**src/rtl/axi_mem_pkg.sv**
```systemverilog
package axi_mem_pkg;

    // ------------------------------
    // Bus widths
    // ------------------------------

    // Byte address width on AW and AR
    parameter int addr_width = 16;
    // One word per beat
    parameter int data_width = 32;
    parameter int strb_width = data_width / 8;

    // A burst must stay inside one page of this size
    parameter int page_bytes = 4096;
    // Largest size code the slave accepts, 2 means four bytes
    parameter int max_size = 2;

    // ------------------------------
    // Response codes
    // ------------------------------
    parameter logic [1:0] resp_okay   = 2'b00;
    parameter logic [1:0] resp_slverr = 2'b10;

    // ------------------------------
    // Channel payloads
    // ------------------------------

    // Address command, shared by AW and AR
    typedef struct packed {
        logic [addr_width-1:0] addr;
        logic [7:0]            len;
        logic [2:0]            size;
    } axi_ax_t;

    // Write data beat
    typedef struct packed {
        logic [data_width-1:0] data;
        logic [strb_width-1:0] strb;
        logic                  last;
    } axi_w_t;

    // Read data beat
    typedef struct packed {
        logic [data_width-1:0] data;
        logic [1:0]            resp;
        logic                  last;
    } axi_r_t;

    // Write response on B
    typedef logic [1:0] axi_resp_t;

endpackage

```
**src/rtl/axi_burst_check.sv**
```systemverilog
module axi_burst_check import axi_mem_pkg::*; #(
    parameter int mem_depth     = 1024,
    parameter int max_burst_len = 16
) (
    input  axi_ax_t cmd,
    output logic    burst_err
);

    // Bits of byte offset inside a page
    localparam int page_bits  = $clog2(page_bytes);
    // Byte address to word index shift
    localparam int word_shift = $clog2(strb_width);

    logic [31:0] beats;
    logic [31:0] page_off;
    logic [31:0] burst_bytes;
    logic [31:0] first_word;

    logic cross_page;
    logic past_end;
    logic too_long;
    logic too_wide;

    // Everything widened to 32 bits so that no sum wraps
    always_comb begin
        beats       = {24'd0, cmd.len} + 32'd1;
        page_off    = 32'(cmd.addr[page_bits-1:0]);
        burst_bytes = beats << cmd.size;
        first_word  = 32'(cmd.addr >> word_shift);
    end

    // Last byte of the burst falls into the next page
    assign cross_page = (page_off + burst_bytes) > 32'(page_bytes);
    // Last word lies beyond the array
    assign past_end   = (first_word + beats) > 32'(mem_depth);
    // More beats than the slave supports
    assign too_long   = beats > 32'(max_burst_len);
    // Transfer wider than one word
    assign too_wide   = cmd.size > 3'(max_size);

    assign burst_err = cross_page | past_end | too_long | too_wide;

endmodule

```
**config.mk**
```make
export PLATFORM = sky130hd
export DESIGN_NAME = axi_burst_check
export DESIGN_NICKNAME = d
export VERILOG_FILES = /design/src/rtl/axi_mem_pkg.sv /design/src/rtl/axi_burst_check.sv
export SDC_FILE = /design/constraint.sdc
export NUM_CORES = 1
export LEC_CHECK = 0
export BUFFER_PORTS_ARGS = -buffer_cell sky130_fd_sc_hd__buf_2
export CORE_MARGIN = 10
export CORE_UTILIZATION = 60
export DETAILED_ROUTE_END_ITERATION = 12
export GPL_TIMING_DRIVEN = 0
export PLACE_DENSITY = 0.94
export SLEW_MARGIN = 20
export SYNTH_ARGS = -nofsm -noshare
export SYNTH_HDL_FRONTEND = slang
export SYNTH_SLANG_ARGS = --single-unit
export TNS_END_PERCENT = 20
```
**constraint.sdc**
```tcl
create_clock -name vclk -period 6
set_input_delay 0.9 -clock vclk [all_inputs]
set_output_delay 0.9 -clock vclk [all_outputs]
set_load 0.01 [all_outputs]
```
==> reports/qor.yml <==
grt_max_degree: 11
syn_inst: 234
clock_buffers: 0
outcome: "finished clean"
layout_commonest_cell: "buf_2"
crit_path_end_kind: "output pin"
ios: 28
cts_setup_buffers: 0
drtIter0Drc: 169
power_frac_seq: 0
seqCellArea_sq_um: 0
remaining_drc_errors: 0
slowest_stage: "nor4_1"
die_x_microns: 71.9
timing.final.crit_share: 0.946
clkPwrFrac: 0
cp.required_ns: 5.10
place.detailed.hpwl_microns: 4100
fin_setup_tns_ns: 0
rsz0062_at_grt: "no"
final_cell_mix: "28 x buf_2, 24 x nor2_1, 22 x ha_1"
ctsHoldBuffers: 0
fin_util: 0.710
antenna_found_initial: 0
die_h_microns: 71.9
vias_per_cell: 6.69
wl_per_cell_microns: 16.6
grt_pass1_vias: 1768
grt_usage: 0.173
instances_no_fill: 291
cp.depth: 18
nFlopsAndLatches: 0
initial_core_util: 0.641
netlist_area_sq_mm: 0.00162
min_path_type: "in -> out"
yosysWarnings: 0
drt-pass1-iter-count: 5
rows: 18
cts_resized: 0
antenna_left: 0
p_sw_mw: 0.120
cp_top_family: "compound AO/OA/AOI/OAI gates"
dp_cells: 291
worst_slew_pin_slew_ns: 0.629
power_density_mw_per_mm2: 113
worstSetupPathType: "in -> out"
grt_pass1_wl_microns: 7850
drt-total-wl_microns: 4840
fillers: 225
die_area_sq_mm: 0.00517
fin_nets: 314
combPwrFrac: 1.000
swShare: 0.593
setup_viol: 0
vias: 1947
syn_avg_cell_area_sq_um: 6.91
yosysSeqAreaShare: 0
syn_nets: 285
fmax_ghz: 0.176
whs_path_depth: 4
power.internal_mw: 0.0822
grt_overflow: 0
syn2layout_area_growth_pct: 10.7
numPortBuffers: 27
cp.buffers_inverters: 2
leakagePower_nw: 0.819
drv_slew: 0
synth_cell_type_count: 54
period_minus_slack_ns: 5.67
drv_cap: 0
core_area_sq_mm: 0.00252
hold_viol_final: 0
critPathMaxStageDelay_ns: 0.47
max_slew_margin: 0.570
crit_chain: "buf_2 -> ha_1 -> nand3_2 -> nor2_1 -> xor2_1 -> mux2i_1 -> nor2_1 -> a21oi_1 -> mux2i_1 -> ha_1 -> a21oi_1 -> o21ai_0 -> o31ai_1 -> a211o_1 -> a211oi_1 -> nor4_1 -> o2111ai_1 -> buf_2"
vdd_drop_max_mv: 0.0932
start_kind: "primary input"
critPathMaxFanout: 8
antenna_cells: 0
layout-drive-gt1-share: 0.142
arrival_ns: 4.77
place_congestion: 0.961
finalPower_mw: 0.202
==> final cells by class <==
cell class / instances / area (sq um) / area share
plain buffers: 5 / 20.0 / 0.0112
multi-input cells: 214 / 1540 / 0.861
well taps: 30 / 37.5 / 0.0210
repair buffers: 27 / 135 / 0.0755
inverters: 15 / 56.3 / 0.0314
==> tightest hold or removal path: stages <==
cell	delay (ns)
buf_2	0.08
mux2i_1	0.06
o2111ai_1	0.10
buf_2	0.13
==> cells in the mapped netlist, types with 4 or more instances <==
library cell	instances	share of area
o31ai_1	4	0.019
nor2_1	24	0.056
o21ai_0	15	0.046
a31oi_1	4	0.015
ha_1	22	0.17
xnor2_1	6	0.032
nor3_1	10	0.031
xor2_1	10	0.054
inv_1	13	0.030
a211oi_1	4	0.019
mux2i_1	10	0.062
a21o_1	6	0.028
nand3_1	5	0.015
nand2_1	20	0.046
a21oi_1	16	0.049
==> cell families after synthesis <==
| family | Yosys count | share of synthesized area |
|---|---|---|
| AND/OR/NAND/NOR | 82 | 0.246 |
| AO/OA/AOI/OAI | 79 | 0.343 |
| adder cells (fa/ha/maj) | 24 | 0.195 |
| buffers and inverters | 20 | 0.0472 |
| XOR/XNOR | 16 | 0.0866 |
| multiplexers | 13 | 0.0828 |
==> final timing paths <==
check	startpoint	to	slack [ns]
worst max-delay path	cmd[3]	burst_err	0.33
worst min-delay path	cmd[24]	burst_err	2.17
==> stage by stage <==
stage                     hold WS, ns  setup slack, ns  area (sq um)
after CTS                        2.18            0.441          1790
after detailed placement         2.18            0.468          1790
after global routing             2.22           0.0457          1790
final                            2.17            0.326          1790
after global placement           2.17            0.655          1790
after floorplan                  1.99             1.40          1620
==> power by group through the flow <==
| stage | Combinational (mW) | Sequential [mW] | Clock (mW) |
|---|---|---|---|
| after floorplan | 0.146 | 0 | 0 |
| after CTS | 0.197 | 0 | 0 |
| after global placement | 0.186 | 0 | 0 |
| final | 0.202 | 0 | 0 |
| after global routing | 0.222 | 0 | 0 |
| after detailed placement | 0.196 | 0 | 0 |
==> layer usage <==
metal,vias up,track usage,share of wire,routed length (microns)
met2,106,0.299,0.47,2260
li1,950,-,-,-
met3,13,0.0231,0.082,395
met4,0,0.0516,0.030,144
met1,878,0.215,0.42,2040
met5,-,0,0,0
(Power assumes the default switching activity.)
