===== config.mk =====
export PLATFORM = sky130hd
export DESIGN_NAME = axi_read_path
export DESIGN_NICKNAME = d
export VERILOG_FILES = /design/src/rtl/axi_mem_pkg.sv /design/src/rtl/axi_read_path.sv
export SDC_FILE = /design/constraint.sdc
export NUM_CORES = 1
export LEC_CHECK = 0
export CORE_UTILIZATION = 60
export DETAILED_ROUTE_END_ITERATION = 8
export DONT_BUFFER_PORTS = 1
export GPL_TIMING_DRIVEN = 1
export PLACE_DENSITY = 0.77
export SLEW_MARGIN = 20
export SYNTH_ARGS = -nofsm -noshare
export SYNTH_HDL_FRONTEND = slang
export SYNTH_SLANG_ARGS = --single-unit

===== constraint.sdc =====
create_clock -name clk -period 7.1 [get_ports clk]
set_clock_uncertainty 0.15 [all_clocks]
set_input_delay 1.775 -clock clk [delete_from_list [all_inputs] [get_ports clk]]
set_output_delay 1.775 -clock clk [all_outputs]
set_load 0.01 [all_outputs]

===== src/rtl/axi_mem_pkg.sv =====
package axi_mem_pkg;

    // ------------------------------
    // Bus widths
    // ------------------------------

    // Byte address width on AW and AR
    parameter int addr_width = 16;
    // One word per beat
    parameter int data_width = 32;
    parameter int strb_width = data_width / 8;

    // A burst must stay inside one page of this size
    parameter int page_bytes = 4096;
    // Largest size code the slave accepts, 2 means four bytes
    parameter int max_size = 2;

    // ------------------------------
    // Response codes
    // ------------------------------
    parameter logic [1:0] resp_okay   = 2'b00;
    parameter logic [1:0] resp_slverr = 2'b10;

    // ------------------------------
    // Channel payloads
    // ------------------------------

    // Address command, shared by AW and AR
    typedef struct packed {
        logic [addr_width-1:0] addr;
        logic [7:0]            len;
        logic [2:0]            size;
    } axi_ax_t;

    // Write data beat
    typedef struct packed {
        logic [data_width-1:0] data;
        logic [strb_width-1:0] strb;
        logic                  last;
    } axi_w_t;

    // Read data beat
    typedef struct packed {
        logic [data_width-1:0] data;
        logic [1:0]            resp;
        logic                  last;
    } axi_r_t;

    // Write response on B
    typedef logic [1:0] axi_resp_t;

endpackage


===== src/rtl/axi_read_path.sv =====
module axi_read_path import axi_mem_pkg::*; #(
    parameter int mem_depth = 1024
) (
    input  logic                            clk,
    input  logic                            ARESTN,
    input  axi_ax_t                         ar,
    input  logic                            arvalid,
    output logic                            arready,
    output axi_r_t                          r,
    output logic                            rvalid,
    input  logic                            rready,
    output axi_ax_t                         cmd,
    input  logic                            burst_err,
    output logic                            rd_en,
    output logic [$clog2(mem_depth)-1:0]    rd_idx,
    input  logic [data_width-1:0]           rd_data
);

    localparam int idx_width  = $clog2(mem_depth);
    localparam int word_shift = $clog2(strb_width);

    // st_fetch issues one read, st_beat presents its data
    typedef enum logic [1:0] {
        st_addr,
        st_fetch,
        st_beat
    } rd_state_t;

    rd_state_t            state;
    logic [7:0]           beats_left;
    logic [idx_width-1:0] rd_ptr;
    logic [idx_width-1:0] last_ptr;

    // ------------------------------
    // Handshakes and memory port
    // ------------------------------
    assign arready = (state == st_addr);
    assign rvalid  = (state == st_beat);

    // A refused burst never touches the array
    assign rd_en  = (state == st_fetch) && !burst_err;
    assign rd_idx = rd_ptr;

    // Beat built straight from the array output
    // rd_data holds while rd_en is low, so the beat is stable under stall
    always_comb begin
        r.data = burst_err ? '0 : rd_data;
        r.resp = burst_err ? resp_slverr : resp_okay;
        r.last = (beats_left == 8'd0);
    end

    // FSM and remaining beat count
    always_ff @(posedge clk or negedge ARESTN) begin
        if (!ARESTN) begin
            state      <= st_addr;
            beats_left <= 8'd0;
        end else begin
            case (state)
                st_addr: begin
                    if (arvalid) begin
                        state      <= st_fetch;
                        beats_left <= ar.len;
                    end
                end
                st_fetch: state <= st_beat;
                st_beat: begin
                    if (rready) begin
                        if (r.last) begin
                            state <= st_addr;
                        end else begin
                            state      <= st_fetch;
                            beats_left <= beats_left - 8'd1;
                        end
                    end
                end
                default: state <= st_addr;
            endcase
        end
    end

    // Command and word pointer
    always_ff @(posedge clk) begin
        if (arready && arvalid) begin
            cmd    <= ar;
            rd_ptr <= idx_width'(ar.addr >> word_shift);
        end else if (rvalid && rready) begin
            rd_ptr <= rd_ptr + idx_width'(1);
        end
    end

    // Word the final beat must come from
    assign last_ptr = idx_width'((cmd.addr >> word_shift) + addr_width'(cmd.len));

    // R must not change or vanish while the master stalls
    a_r_hold: assert property (@(posedge clk) disable iff (!ARESTN)
        rvalid && !rready |=> rvalid && $stable(r))
        else $error("rvalid or r changed before rready");

    // last only once the pointer has walked to the final word
    a_rlast_final: assert property (@(posedge clk) disable iff (!ARESTN)
        rvalid && r.last |-> (rd_ptr == last_ptr))
        else $error("r.last raised before the final beat");

endmodule


==> impl_results.md <==
* Result of the run: completed
* Layout cell share with drive strength beyond 1 at under 10%
* First-pass iteration count of the detailed router at 5
* CTS root buffer: clkbuf_8
* Peak clock frequency supported by timing at approximately 250 MHz
* Share of the synthesized area in the top cell type at 49.1%
* Die Span X at approximately 63 um
* Count of state elements after synthesis at 47
* Number of buffers added on ports at 0
* Min-delay worst type: reg2reg
* Number of enable flip-flop cells after synthesis at 37
* Power density relative to cell area at 407 nW/um2
* Startpoint-to-endpoint class of the critical path: in2out
* Number of H-tree branching levels at 2
* Area of all placed cells without fillers at around 2400 um2
* Largest net degree at the start of global routing at 50
* Final nets at about 260
* Resized cells post-CTS at 0
* Final period demand of the worst path at 3.97 ns
* Worst IR Drop VDD at 0.324 mV
* Final routed wire length divided by cell count at 19.4 um
* Max_slew headroom at 37.8%
* Final-report setup violation count at 0
* Routed Antenna Nets at 0
* CTS tree: yes
* Number of warnings printed during yosys synthesis at 0
* Synthesized net count at 260
* Fin. Hold Viols at 0
* Setup TNS at 0 ns
* Post-synth top area cell: edfxtp_1
* Final Power at 0.974 mW
* Global-route usage over all layers at between 20% and 30%
* Antenna violations before repair at 0
* Worst Setup Start Kind: input port
* Leakage dissipation at 0.850 nW
* DP HPWL at 3460 um
* Seq/Total Area, Yosys at approximately 60%
* Placed standard-cell area at 2280 um2
* Cell-by-cell trace of the critical path: nor2b_1
* Average cell area after synthesis at between 10 and 15 um2
* Detailed-route DRC error count at 0
* First-pass GRT wire length at ~7000 um
* DRT Wirelength at about 4600 um
* Unrepaired setup endpoints after global routing: false
* Critical path data arrival time at 2.04 ns
* Overall die area at 4020 um2
* Critical path data required time at 5.18 ns
* Share of async-settable or async-resettable flops after synthesis at 21.3%
* Critical Path Slowest Stage Cell: nor2b_1
* Routed vias/inst at 6.28
* I/O Pins at 139
* Pre-CTS setup slack at a little over 3 ns
* Maximum fanout along the worst path at 1
* Starting density of the core at about two thirds
* Total standard cell area after synthesis at 2260 um2
* Ant diodes at 0
* Vias in the first global route at 1388
* Cell count after synthesis at 193
* End-of-flow core utilization at 69.0%
* Initial DRC Count at 180
* Kind of end point of the critical path: output pin
* Layout fillers at 243
* Total vias in the final route at 1489
* Core Footprint at 3470 um2
* Bufs and invs on worst path at 0
* Primary flip-flop cell chosen by synthesis mapping: edfxtp_1
* Least setup slack across all paths after layout at 3.13 ns
* Placer congestion estimate at roughly 0.81
* Post-CTS Hold Buffers at 0
* Die Height at 63.4 um
* CP top delay family: simple AND/OR/NAND/NOR gates
* Worst Tran Pin Value at 0.933 ns
* Crit share post-route at between 50% and 60%
* Post-CTS Setup Bufs at 0
* Area grow syn2layout at 5.75%
* Largest cells by area after synthesis: edfxtp_1 49%, dfrtp_1 11%, nor2b_1 8.8%
* Clock sinks at 47
* Max-cap violation count at 0
* Skew-Pair Late Insertion Delay at 0.29 ns
* Unique cell type count in the Yosys netlist at 39
* Clock buffer count from CTS at 5
* Clock Tree Buf Depth at 2
* Highest cell delay on the worst timing path at 0.27 ns
* Overall overflow remaining after global route at 0
* Clk slew on worst S/H paths at 0.08 ns
* Max-slew violations at 0
* Core Rows at 21
[flip-flops by register name (all words and copies together) (netlist names)]
name        count
rd_idx         10
state           2
cmd            27
beats_left      8
[worst paths after layout]
| kind | startpoint | endpoint | slack, ns | cells after the start |
|---|---|---|---|---|
| max in group asynchronous | ARESTN | beats_left[7] | 5.72 | 0 |
| worst max register to register | state[0] | rd_idx[1] | 4.77 | 3 |
| worst min register to register | beats_left[7] | beats_left[7] | 0.41 | 1 |
| min in group asynchronous | ARESTN | state[0] | 1.01 | 0 |
| worst min-delay path | beats_left[7] | beats_left[7] | 0.41 | 1 |
| worst max-delay path | rd_data[0] | r[3] | 3.13 | 1 |
[cells in the mapped netlist, drive strengths merged, types with 4 or more instances]
cell type / instances
clkbuf: 7
dfrtp: 10
edfxtp: 37
inv: 7
nand2: 15
nand3: 5
nand4: 4
nor2: 9
nor2b: 32
nor3: 4
o21ai: 18
xor2: 7
[final cells by class]
cell class / count / area [um2] / area share [%]
clock buffer: 6 / 82.6 / 3.45
clock inverter: 2 / 35.0 / 1.46
inverter: 7 / 26.3 / 1.10
multi-input combinational: 129 / 831 / 34.7
sequential: 47 / 1360 / 56.9
tap: 46 / 57.6 / 2.40
[kinds of logic after synthesis]
family,Yosys count,synth area share (%)
and+or+nand+nor,82,20.6
DFF,47,60.1
AOI/OAI and AO/OA,32,9.78
buffers and inverters,17,3.21
xor gates and xnor gates,8,3.10
adders and majority gates,3,1.66
muxes,3,1.38
other,1,0.166
[where the power goes]
| group | total (mW) | switching (mW) | internal, mW | leakage [nW] |
|---|---|---|---|---|
| Sequential | 0.512 | 0.105 | 0.407 | 0.470 |
| Combinational | 0.261 | 0.164 | 0.0978 | 0.318 |
| Clock | 0.201 | 0.0874 | 0.114 | 0.0612 |
[per-layer routing]
metal / share of wire, % / global-route usage [%] / vias up / routed length, um
li1: - / - / 676 / -
met1: 36 / 28.8 / 684 / 1660
met2: 53 / 40.0 / 118 / 2420
met3: 9.2 / 7.43 / 11 / 422
met4: 1.8 / 7.67 / 0 / 83
met5: 0 / 0 / - / 0
[cell usage in the layout, fill, tap and decap left out, types with 2 or more instances in the layout]
cell type   n
edfxtp_1   37
nor2b_1    32
nand2_1    15
o21ai_0    13
dfrtp_1    10
nor2_1      9
inv_1       7
xor2_1      7
clkbuf_8    6
nand3_1     5
nand4_1     4
nor3_1      4
o21ai_1     4
a21oi_1     3
a22o_1      3
ha_1        3
and4_1      2
and3_1      2
nor4_2      2
mux2i_1     2
a31oi_1     2
a22oi_1     2
[per-stage QoR]
step                cells  hold slack (ns)
floorplan             193            0.356
global placement      229            0.385
detailed placement    229            0.395
CTS                   237            0.411
global route          237            0.445
finish                237            0.406
Power figures use the tool's default switching activity.
