$ cat src/rtl/axi_mem_pkg.sv
package axi_mem_pkg;

    // ------------------------------
    // Bus widths
    // ------------------------------

    // Byte address width on AW and AR
    parameter int addr_width = 16;
    // One word per beat
    parameter int data_width = 32;
    parameter int strb_width = data_width / 8;

    // A burst must stay inside one page of this size
    parameter int page_bytes = 4096;
    // Largest size code the slave accepts, 2 means four bytes
    parameter int max_size = 2;

    // ------------------------------
    // Response codes
    // ------------------------------
    parameter logic [1:0] resp_okay   = 2'b00;
    parameter logic [1:0] resp_slverr = 2'b10;

    // ------------------------------
    // Channel payloads
    // ------------------------------

    // Address command, shared by AW and AR
    typedef struct packed {
        logic [addr_width-1:0] addr;
        logic [7:0]            len;
        logic [2:0]            size;
    } axi_ax_t;

    // Write data beat
    typedef struct packed {
        logic [data_width-1:0] data;
        logic [strb_width-1:0] strb;
        logic                  last;
    } axi_w_t;

    // Read data beat
    typedef struct packed {
        logic [data_width-1:0] data;
        logic [1:0]            resp;
        logic                  last;
    } axi_r_t;

    // Write response on B
    typedef logic [1:0] axi_resp_t;

endpackage

$ cat src/rtl/axi_write_path.sv
module axi_write_path import axi_mem_pkg::*; #(
    parameter int mem_depth = 1024
) (
    input  logic                            clk,
    input  logic                            ARESTN,
    input  axi_ax_t                         aw,
    input  logic                            awvalid,
    output logic                            awready,
    input  axi_w_t                          w,
    input  logic                            wvalid,
    output logic                            wready,
    output axi_resp_t                       b,
    output logic                            bvalid,
    input  logic                            bready,
    output axi_ax_t                         cmd,
    input  logic                            burst_err,
    output logic                            wr_en,
    output logic [$clog2(mem_depth)-1:0]    wr_idx,
    output logic [data_width-1:0]           wr_data,
    output logic [strb_width-1:0]           wr_strb
);

    localparam int idx_width  = $clog2(mem_depth);
    localparam int word_shift = $clog2(strb_width);

    typedef enum logic [1:0] {
        st_addr,
        st_data,
        st_resp
    } wr_state_t;

    wr_state_t             state;
    logic [7:0]            beat_cnt;
    logic [addr_width-1:0] base_word;
    logic                  final_beat;

    // ------------------------------
    // Channel handshakes
    // ------------------------------

    // Each channel is open in exactly one state
    assign awready = (state == st_addr);
    assign wready  = (state == st_data);
    assign bvalid  = (state == st_resp);

    // Counted by the slave, the master's last bit is not trusted
    assign final_beat = (beat_cnt == cmd.len);

    // ------------------------------
    // Memory write port
    // ------------------------------

    // Low address bits only select a byte inside the first word
    assign base_word = cmd.addr >> word_shift;
    assign wr_idx    = idx_width'(base_word + addr_width'(beat_cnt));
    assign wr_data   = w.data;
    assign wr_strb   = w.strb;
    // Beats of a refused burst are taken but dropped
    assign wr_en     = wready && wvalid && !burst_err;

    // FSM and beat counter
    always_ff @(posedge clk or negedge ARESTN) begin
        if (!ARESTN) begin
            state    <= st_addr;
            beat_cnt <= 8'd0;
        end else begin
            case (state)
                st_addr: begin
                    if (awvalid) begin
                        state    <= st_data;
                        beat_cnt <= 8'd0;
                    end
                end
                st_data: begin
                    if (wvalid) begin
                        beat_cnt <= beat_cnt + 8'd1;
                        if (final_beat) state <= st_resp;
                    end
                end
                st_resp: begin
                    // Back to idle once the master takes B
                    if (bready) state <= st_addr;
                end
                default: state <= st_addr;
            endcase
        end
    end

    // Command and response registers
    always_ff @(posedge clk) begin
        if (awready && awvalid) cmd <= aw;
        // Response decided on the final beat, held through st_resp
        if (wready && wvalid && final_beat) b <= burst_err ? resp_slverr : resp_okay;
    end

    // B must not change or vanish while the master stalls
    a_b_hold: assert property (@(posedge clk) disable iff (!ARESTN)
        bvalid && !bready |=> bvalid && $stable(b))
        else $error("bvalid or b changed before bready");

    // Master's last bit has to match the length from AW
    a_wlast_count: assert property (@(posedge clk) disable iff (!ARESTN)
        wvalid && wready |-> (w.last == final_beat))
        else $error("w.last disagrees with the beat count of the burst");

endmodule

$ cat config.mk
export PLATFORM = sky130hd
export DESIGN_NAME = axi_write_path
export DESIGN_NICKNAME = d
export VERILOG_FILES = /design/src/rtl/axi_mem_pkg.sv /design/src/rtl/axi_write_path.sv
export SDC_FILE = /design/constraint.sdc
export NUM_CORES = 1
export LEC_CHECK = 0
export BUFFER_PORTS_ARGS = -buffer_cell sky130_fd_sc_hd__buf_4
export CORE_MARGIN = 2
export CORE_UTILIZATION = 45
export CTS_BUF_LIST = sky130_fd_sc_hd__clkbuf_16
export CTS_CLUSTER_DIAMETER = 30
export DETAILED_ROUTE_END_ITERATION = 10
export PLACE_DENSITY_LB_ADDON = 0.2
export SETUP_SLACK_MARGIN = 0.4
export SLEW_MARGIN = 15
export SYNTH_ARGS = -nofsm -noshare
export SYNTH_HDL_FRONTEND = slang
export SYNTH_SLANG_ARGS = --single-unit
$ cat constraint.sdc
create_clock -name clk -period 3.1 [get_ports clk]
set_clock_uncertainty 0.05 [all_clocks]
set_input_delay 0.155 -clock clk [delete_from_list [all_inputs] [get_ports clk]]
set_output_delay 0.155 -clock clk [all_outputs]
set_load 0.01 [all_outputs]
==> implementation parameters, run 1 <==
Parameter                              Value

Yosys
  Area share of the largest cell type after synthesis    39.07%
  Cell Area, Synth    roughly 2200 um^2
  Number of synthesized flops with an enable pin    28
  Yosys Warn Count    0
  Syn avg cell area    11.82 um^2
  Synth area leader    sky130_fd_sc_hd__edfxtp_1
  Proportion of synthesized chip area in sequential cells    50.70%
  Top cells by area in the synthesized netlist    sky130_fd_sc_hd__edfxtp_1, sky130_fd_sc_hd__buf_4, sky130_fd_sc_hd__dfrtp_1
  Cell variety after synth    40
  Async set-or-reset flop fraction in the synthesized netlist    26.32%
  Top flip-flop cell by instance count after synthesis    sky130_fd_sc_hd__edfxtp_1
  Number of register bits inferred by synthesis    38
  Number of cells produced by synthesis    182
  Most numerous cell in the Yosys netlist    sky130_fd_sc_hd__buf_4
  Top post-synthesis cells by count    sky130_fd_sc_hd__buf_4, sky130_fd_sc_hd__edfxtp_1, sky130_fd_sc_hd__xor2_1, sky130_fd_sc_hd__nor2_1, sky130_fd_sc_hd__dfrtp_1
  Total nets after synthesis    roughly 260

Drt
  Number of design-rule violations left by the first detailed-router iteration    12
  Total detailed-routing wirelength    4302 um
  Average routed wire per standard cell    14.83 um
  Via-per-instance ratio    roughly 5
  First drt pass iteration count    4
  ANT nets after route    0
  DR DRC count    0
  Via count    1456

Cells and area
  Final design instance area without fill    2720 um^2
  Number of standard cells in the final layout excluding fillers    290
  Number of antenna diodes    0
  Layout cells sized above 1    36.44%
  Layout-stage area growth over the synthesis result    26.40%
  Layout net count    315

CTS
  TritonCTS clock tree    built
  H-tree depth reported by CTS    2
  # clock sinks    38
  Setup bufs post-CTS    0
  Number of buffers added to fix hold violations after cts    6
  Clock Pin Slew Worst Setup and Hold Paths    ~0.050 ns
  Clock tree buffer depth    2
  Clock tree root driver cell    sky130_fd_sc_hd__clkbuf_16
  Number of buffers created by CTS    5
  Worst skew pair latency    0.27 ns
  Number of resized instances in the post-cts repair step    0

Place
  Inst Count DP    273
  DP HPWL    around 3400 um
  Post-place instance area    2494 um^2
  Placer Congestion    0.7151
  Port Buffer Count    74

Global route
  GRT Overall Usage    16.92%
  Via count of the first global-routing pass    1400
  Wire length of the first global-routing pass    6665 um
  Global-route congestion overflow total    0
  Largest net degree at the start of global routing    16
  Antenna violations before repair    0

Floorplan
  IO Pins    149
  Core area    4661 um^2
  Total Die Area    between 5000 and 6000 um^2
  Die boundary width    73.16 um
  Die extent in y    73.16 um
  Starting Density    46.17%
  Rows    25

Timing
  Period utilisation layout    81.30%
  Finish-stage setup viols    0
  RSZ-0062 raised after global routing    false
  Final hold vios    0
  Max transition margin    54.93%
  Setup TNS after final layout    0 ns
  Fmax achieved    396.8 MHz
  Max-slew violations    0
  Transition time of the tightest slew-check pin    0.6753 ns
  Shortest clock period the worst path allows after layout    2.520 ns

Power and ir drop
  Pleak    1.203 nW
  P per Cell Area    736.9 nW/um^2
  Post-layout power    2.005 mW
  Worst VDD drop    about 450 uV

Hold path
  End point of the most critical hold path    cmd[7]
  Worst hold path cell count    1
  Launch instance of the worst min-delay path    aw[7]
  Hold crit path type    in2reg

Worst setup path
  Required time of the critical path    2.89 ns
  R2R Setup Slk    1.32 ns
  Launching point of the worst reg2reg path    state[0]
  Worst R2R End    cmd[8]
  Endpoint kind of the worst setup timing path    output pin
  Critical path fanouts, max    7
  Depth of the worst register-to-register path    2
  Worst path arrival time    2.32 ns
  Worst setup SP type    flip-flop
  Category of the most critical setup path    reg2out

Outcome
  Run status    completed

Run
  Maxcap violations    0
-- cells by family (layout without fill, tap and decap cells) --
| family | after synthesis | count (layout) | synth area share (%) |
|---|---|---|---|
| fa+ha+maj | 10 | 10 | 6.163 |
| xor+xnor | 21 | 21 | 8.547 |
| buf+inv | 48 | 102 | 15.35 |
| simple gates | 34 | 34 | 8.780 |
| mux | 1 | 1 | 0.4651 |
| other cells | 1 | 1 | 0.1743 |
| flops | 38 | 38 | 50.70 |
| compound gates | 29 | 29 | 9.826 |
-- flip-flops by register name, indices dropped and copies added, names as in the netlist --
| signal | flops |
|---|---|
| b | 1 |
| state | 2 |
| beat_cnt | 8 |
| cmd | 27 |
-- per-stage QoR --
step | worst slack (ns) | utilization (%) | hold WS, ns
after global routing | 0.4481 | 58.36 | 0.0001505
after detailed placement | 0.8987 | 53.50 | -0.05649
after CTS | 0.5917 | 57.72 | 0.0001759
final | 0.5796 | 58.36 | 0.006688
after floorplan | 1.210 | - | -0.1906
after global placement | 0.9108 | 53.50 | -0.05689
-- worst max-delay path, cell delays in order, from the launching register on --
cell and delay (ns):
sky130_fd_sc_hd__dfrtp_1 0.46, sky130_fd_sc_hd__ha_1 0.24, sky130_fd_sc_hd__inv_1 0.06, sky130_fd_sc_hd__fa_1 0.40, sky130_fd_sc_hd__nor2b_1 0.17, sky130_fd_sc_hd__o2111ai_1 0.16
sky130_fd_sc_hd__nand3b_1 0.14, sky130_fd_sc_hd__xor2_1 0.24, sky130_fd_sc_hd__buf_4 0.17
-- how the worst max path moves through the flow --
stage | startpoint | endpoint | slack, ns | cells after the start
after floorplan | beat_cnt[0] | wr_idx[8] | 1.21 | 7
after global placement | beat_cnt[0] | wr_idx[8] | 0.91 | 8
after detailed placement | beat_cnt[0] | wr_idx[6] | 0.90 | 8
after CTS | beat_cnt[0] | wr_idx[6] | 0.59 | 8
after global routing | beat_cnt[0] | wr_idx[6] | 0.45 | 8
final | beat_cnt[0] | wr_idx[6] | 0.58 | 8
-- per-layer routing --
layer	GRT usage, %	routed length, um	vias to the layer above
met5	0	0	-
met4	10.70	147	0
met3	5.387	362	15
met2	26.33	2197	69
met1	20.20	1595	663
li1	-	-	709
-- cell usage in the layout, fill, tap and decap left out, types with 2 or more instances in the layout --
master                          instances
sky130_fd_sc_hd__ha_1                   9
sky130_fd_sc_hd__o21ai_0                5
sky130_fd_sc_hd__nor2_1                13
sky130_fd_sc_hd__edfxtp_1              28
sky130_fd_sc_hd__and2_1                 2
sky130_fd_sc_hd__nor2b_1                3
sky130_fd_sc_hd__nand3b_1               2
sky130_fd_sc_hd__inv_1                  9
sky130_fd_sc_hd__o211ai_1               5
sky130_fd_sc_hd__buf_4                 76
sky130_fd_sc_hd__xor2_1                14
sky130_fd_sc_hd__a21o_1                 2
sky130_fd_sc_hd__clkinv_1               3
sky130_fd_sc_hd__a21oi_1                5
sky130_fd_sc_hd__nand2_1                3
sky130_fd_sc_hd__dlygate4sd3_1          9
sky130_fd_sc_hd__o2111ai_2              2
sky130_fd_sc_hd__dfrtp_1               10
sky130_fd_sc_hd__o31ai_1                2
sky130_fd_sc_hd__clkbuf_16              5
sky130_fd_sc_hd__nor3_1                 2
sky130_fd_sc_hd__xnor2_1                7
-- report_power, final --
part           switching, mW  total, mW  internal [mW]
combinational          0.394      0.790          0.396
sequential             0.101      0.755          0.654
clock                  0.171      0.460          0.289
total                  0.666       2.00           1.34
-- cell type report --
cell class | instances | area, um^2
tap | 54 | 67.56
inverter | 9 | 33.78
clock buffer | 5 | 125.1
multi-input combinational | 96 | 730.7
timing repair buffer | 85 | 660.6
sequential | 38 | 1091
fill | 399 | 1941
clock inverter | 3 | 11.26
Power figures use the tool's default switching activity.
==> run 2, diff against run 1 <==
CORE_UTILIZATION = 37   (was 45)
clock period = 2.23 ns   (was 3.1 ns; I/O delays follow)
==> run 2 against run 1 <==
Sequential power increased by 36%. Cell area increased by 20%. Register-to-register slack lost 0.80 ns. Power up 72%. First-iteration DRC count rose to 4.2 times the previous value. Clock-buffer cell count unchanged. Die area up 20%. Global-route usage up 0.52 points. Non-clock buffer count grew 34. Highest routed layer unchanged. Combinational power grew 91%. Setup slack got worse by 0.48 ns. Sequential share of layout area decreased by 6.5 points.
==> implementation parameters, run 2 (synthesized netlist as in run 1, its figures left out) <==
Parameter                              Value

Power and ir drop
  Post-layout power    3.450 mW (was 2.005 mW)
  Worst VDD drop    453.3 uV (was 448.2 uV)
  Pleak    1.389 nW (was 1.203 nW)
  P per Cell Area    1058 nW/um^2 (was 736.9 nW/um^2)

Timing
  Period utilisation layout    95.53%
  Setup TNS after final layout    0 ns (unchanged)
  RSZ-0062 raised after global routing    true (was false)
  Max-slew violations    0 (unchanged)
  Shortest clock period the worst path allows after layout    2.130 ns
  Finish-stage setup viols    0 (unchanged)
  Worst hold-check slack    0.03829 ns (was 0.006688 ns)
  Fmax achieved    469.4 MHz
  Final hold vios    0 (unchanged)
  Setup ws final    0.09969 ns (was 0.5796 ns)

CTS
  Clock tree buffer depth    2 (unchanged)
  Worst skew pair latency    0.28 ns (was 0.27 ns)
  Clock tree root driver cell    sky130_fd_sc_hd__clkbuf_16 (unchanged)
  TritonCTS clock tree    built (unchanged)
  # clock sinks    38 (unchanged)
  Clock Pin Slew Worst Setup and Hold Paths    0.06 ns (was 0.05 ns)
  H-tree depth reported by CTS    2 (unchanged)
  Number of buffers created by CTS    5 (unchanged)

Global route
  Largest net degree at the start of global routing    18 (was 16)
  Wire length of the first global-routing pass    8369 um (was 6665 um)
  Antenna violations before repair    0 (unchanged)
  GRT Overall Usage    17.44% (was 16.92%)
  Global-route congestion overflow total    0 (unchanged)
  Via count of the first global-routing pass    1651 (was 1400)

Worst setup path
  Worst setup SP type    flip-flop (unchanged)
  Endpoint kind of the worst setup timing path    output pin (unchanged)
  Worst path arrival time    1.97 ns (was 2.32 ns)
  Launching point of the worst reg2reg path    beat_cnt[0] (was state[0])
  R2R Setup Slk    0.52 ns (was 1.32 ns)
  Depth of the worst register-to-register path    6 (was 2)
  Highest cell delay on the worst timing path    0.39 ns (was 0.46 ns)
  Slowest cell on the critical path    sky130_fd_sc_hd__dfrtp_1 (unchanged)
  Category of the most critical setup path    reg2out (unchanged)
  Required time of the critical path    2.07 ns (was 2.89 ns)
  Worst R2R End    b[1] (was cmd[8])
  Critical path fanouts, max    2 (was 7)
  Cell chain of the critical path    ha_4 > inv_2 > fa_2 > nor2b_4 > o2111ai_4 > nand3b_1 > xor2_1 > buf_4 (was ha_1 > inv_1 > fa_1 > nor2b_1 > o2111ai_1 > nand3b_1 > xor2_1 > buf_4)

Floorplan
  Starting Density    38.61% (was 46.17%)
  Total Die Area    6442 um^2 (was 5352 um^2)
  Core area    5574 um^2 (was 4661 um^2)
  Die boundary width    80.27 um (was 73.16 um)
  Die extent in y    80.27 um (was 73.16 um)
  Rows    27 (was 25)
  IO Pins    149 (unchanged)

Cells and area
  Layout cells sized above 1    45.19% (was 36.44%)
  Most common cell after layout, fill and taps aside    sky130_fd_sc_hd__buf_4 (unchanged)
  Layout-stage area growth over the synthesis result    51.51% (was 26.40%)
  Highest-count cells in the layout ignoring fill and taps    sky130_fd_sc_hd__buf_4, sky130_fd_sc_hd__dlygate4sd3_1, sky130_fd_sc_hd__edfxtp_1, sky130_fd_sc_hd__xor2_1, sky130_fd_sc_hd__nor2_1 (was sky130_fd_sc_hd__buf_4, sky130_fd_sc_hd__edfxtp_1, sky130_fd_sc_hd__xor2_1, sky130_fd_sc_hd__nor2_1, sky130_fd_sc_hd__dfrtp_1)
  Max FFs per register    27 (unchanged)
  Largest register by flop count    cmd (unchanged)
  Layout net count    349 (was 315)
  Registers with the most flip-flops    cmd: 27 flops, beat_cnt: 8 flops, state: 2 flops (unchanged)
  Number of antenna diodes    0 (unchanged)

Drt
  Average routed wire per standard cell    16.17 um (was 14.83 um)
  DR DRC count    0 (unchanged)
  Number of design-rule violations left by the first detailed-router iteration    50 (was 12)
  ANT nets after route    0 (unchanged)
  Via-per-instance ratio    4.746 (was 5.021)
  First drt pass iteration count    5 (was 4)
  Via count    1623 (was 1456)
  Total detailed-routing wirelength    5529 um (was 4302 um)

Hold path
  Hold crit path type    in2reg (unchanged)
  Worst hold path cell count    3 (was 1)
  Launch instance of the worst min-delay path    bready (was aw[7])
  End point of the most critical hold path    state[1] (was cmd[7])

Place
  Setup slack after placement    0.2429 ns (was 0.8987 ns)
  Port Buffer Count    74 (unchanged)
  Placer Congestion    0.7570 (was 0.7151)
  DP HPWL    4077 um (was 3417 um)

Outcome
  Run status    completed (unchanged)

Run
  Maxcap violations    0 (unchanged)
## run 2: cell count changes in the layout (fill, tap and decap cells not counted), moves of 3 or more
cell,before,now
sky130_fd_sc_hd__dlygate4sd3_1,9,29
sky130_fd_sc_hd__buf_4,76,88
sky130_fd_sc_hd__ha_1,9,2
sky130_fd_sc_hd__ha_4,0,7
sky130_fd_sc_hd__dfrtp_1,10,7
sky130_fd_sc_hd__dfrtp_2,0,3
## run 2: power by group
part	leakage (nW)	switching [mW]	internal, mW
clock network	0.0915	0.268	0.637
registers	0.378	0.119	0.915
logic	0.920	0.703	0.809
## run 2: repair_timing
item                                    4_1_cts  5_1_grt
setup buffers                                 8        4
hold endpoints to repair                     38        0
endpoints found under the setup margin        7        9
resized for setup                            16       10
hold buffers                                 29        0
pin swaps                                     7       10
## run 2: final cells by class
class,count,area (um^2)
inverters,9,33.78
flip-flops and latches,38,1095
well taps,72,90.09
repair buffers,119,973.4
fillers,478,2313
multi-input cells,96,879.6
clock inverters,3,63.81
clock buffers,5,125.1
## run 2: routing by layer
layer  GRT usage [%]  wire length, um
met5               0                0
met2           32.25             2995
met1           18.13             1912
met4           7.627              159
met3           5.056              461
## run 2: how the worst max path moves through the flow
| stage | endpoint | start | cells past startpoint |
|---|---|---|---|
| after detailed placement | wr_idx[8] | cmd[13] | 8 |
| after global placement | wr_idx[8] | beat_cnt[0] | 8 |
| final | wr_idx[6] | beat_cnt[0] | 8 |
| after floorplan | wr_idx[8] | beat_cnt[0] | 7 |
| after global routing | wr_idx[6] | beat_cnt[0] | 8 |
| after CTS | wr_idx[8] | beat_cnt[0] | 8 |
## run 2: critical path: cells and delay by family (launching register included)
family	cells	cell delay, ns
flops	1	0.39
fa+ha+maj	2	0.52
compound gates	1	0.13
xor+xnor	1	0.19
buf+inv	2	0.18
simple gates	2	0.28
## run 2: through the flow
step                std cells  cell area, um^2  util (%)
finish                    342             3261     58.50
detailed placement        293             2536     45.50
global placement          293             2536     45.50
floorplan                 182             2157         -
global route              342             3261     58.50
CTS                       338             3181     57.06
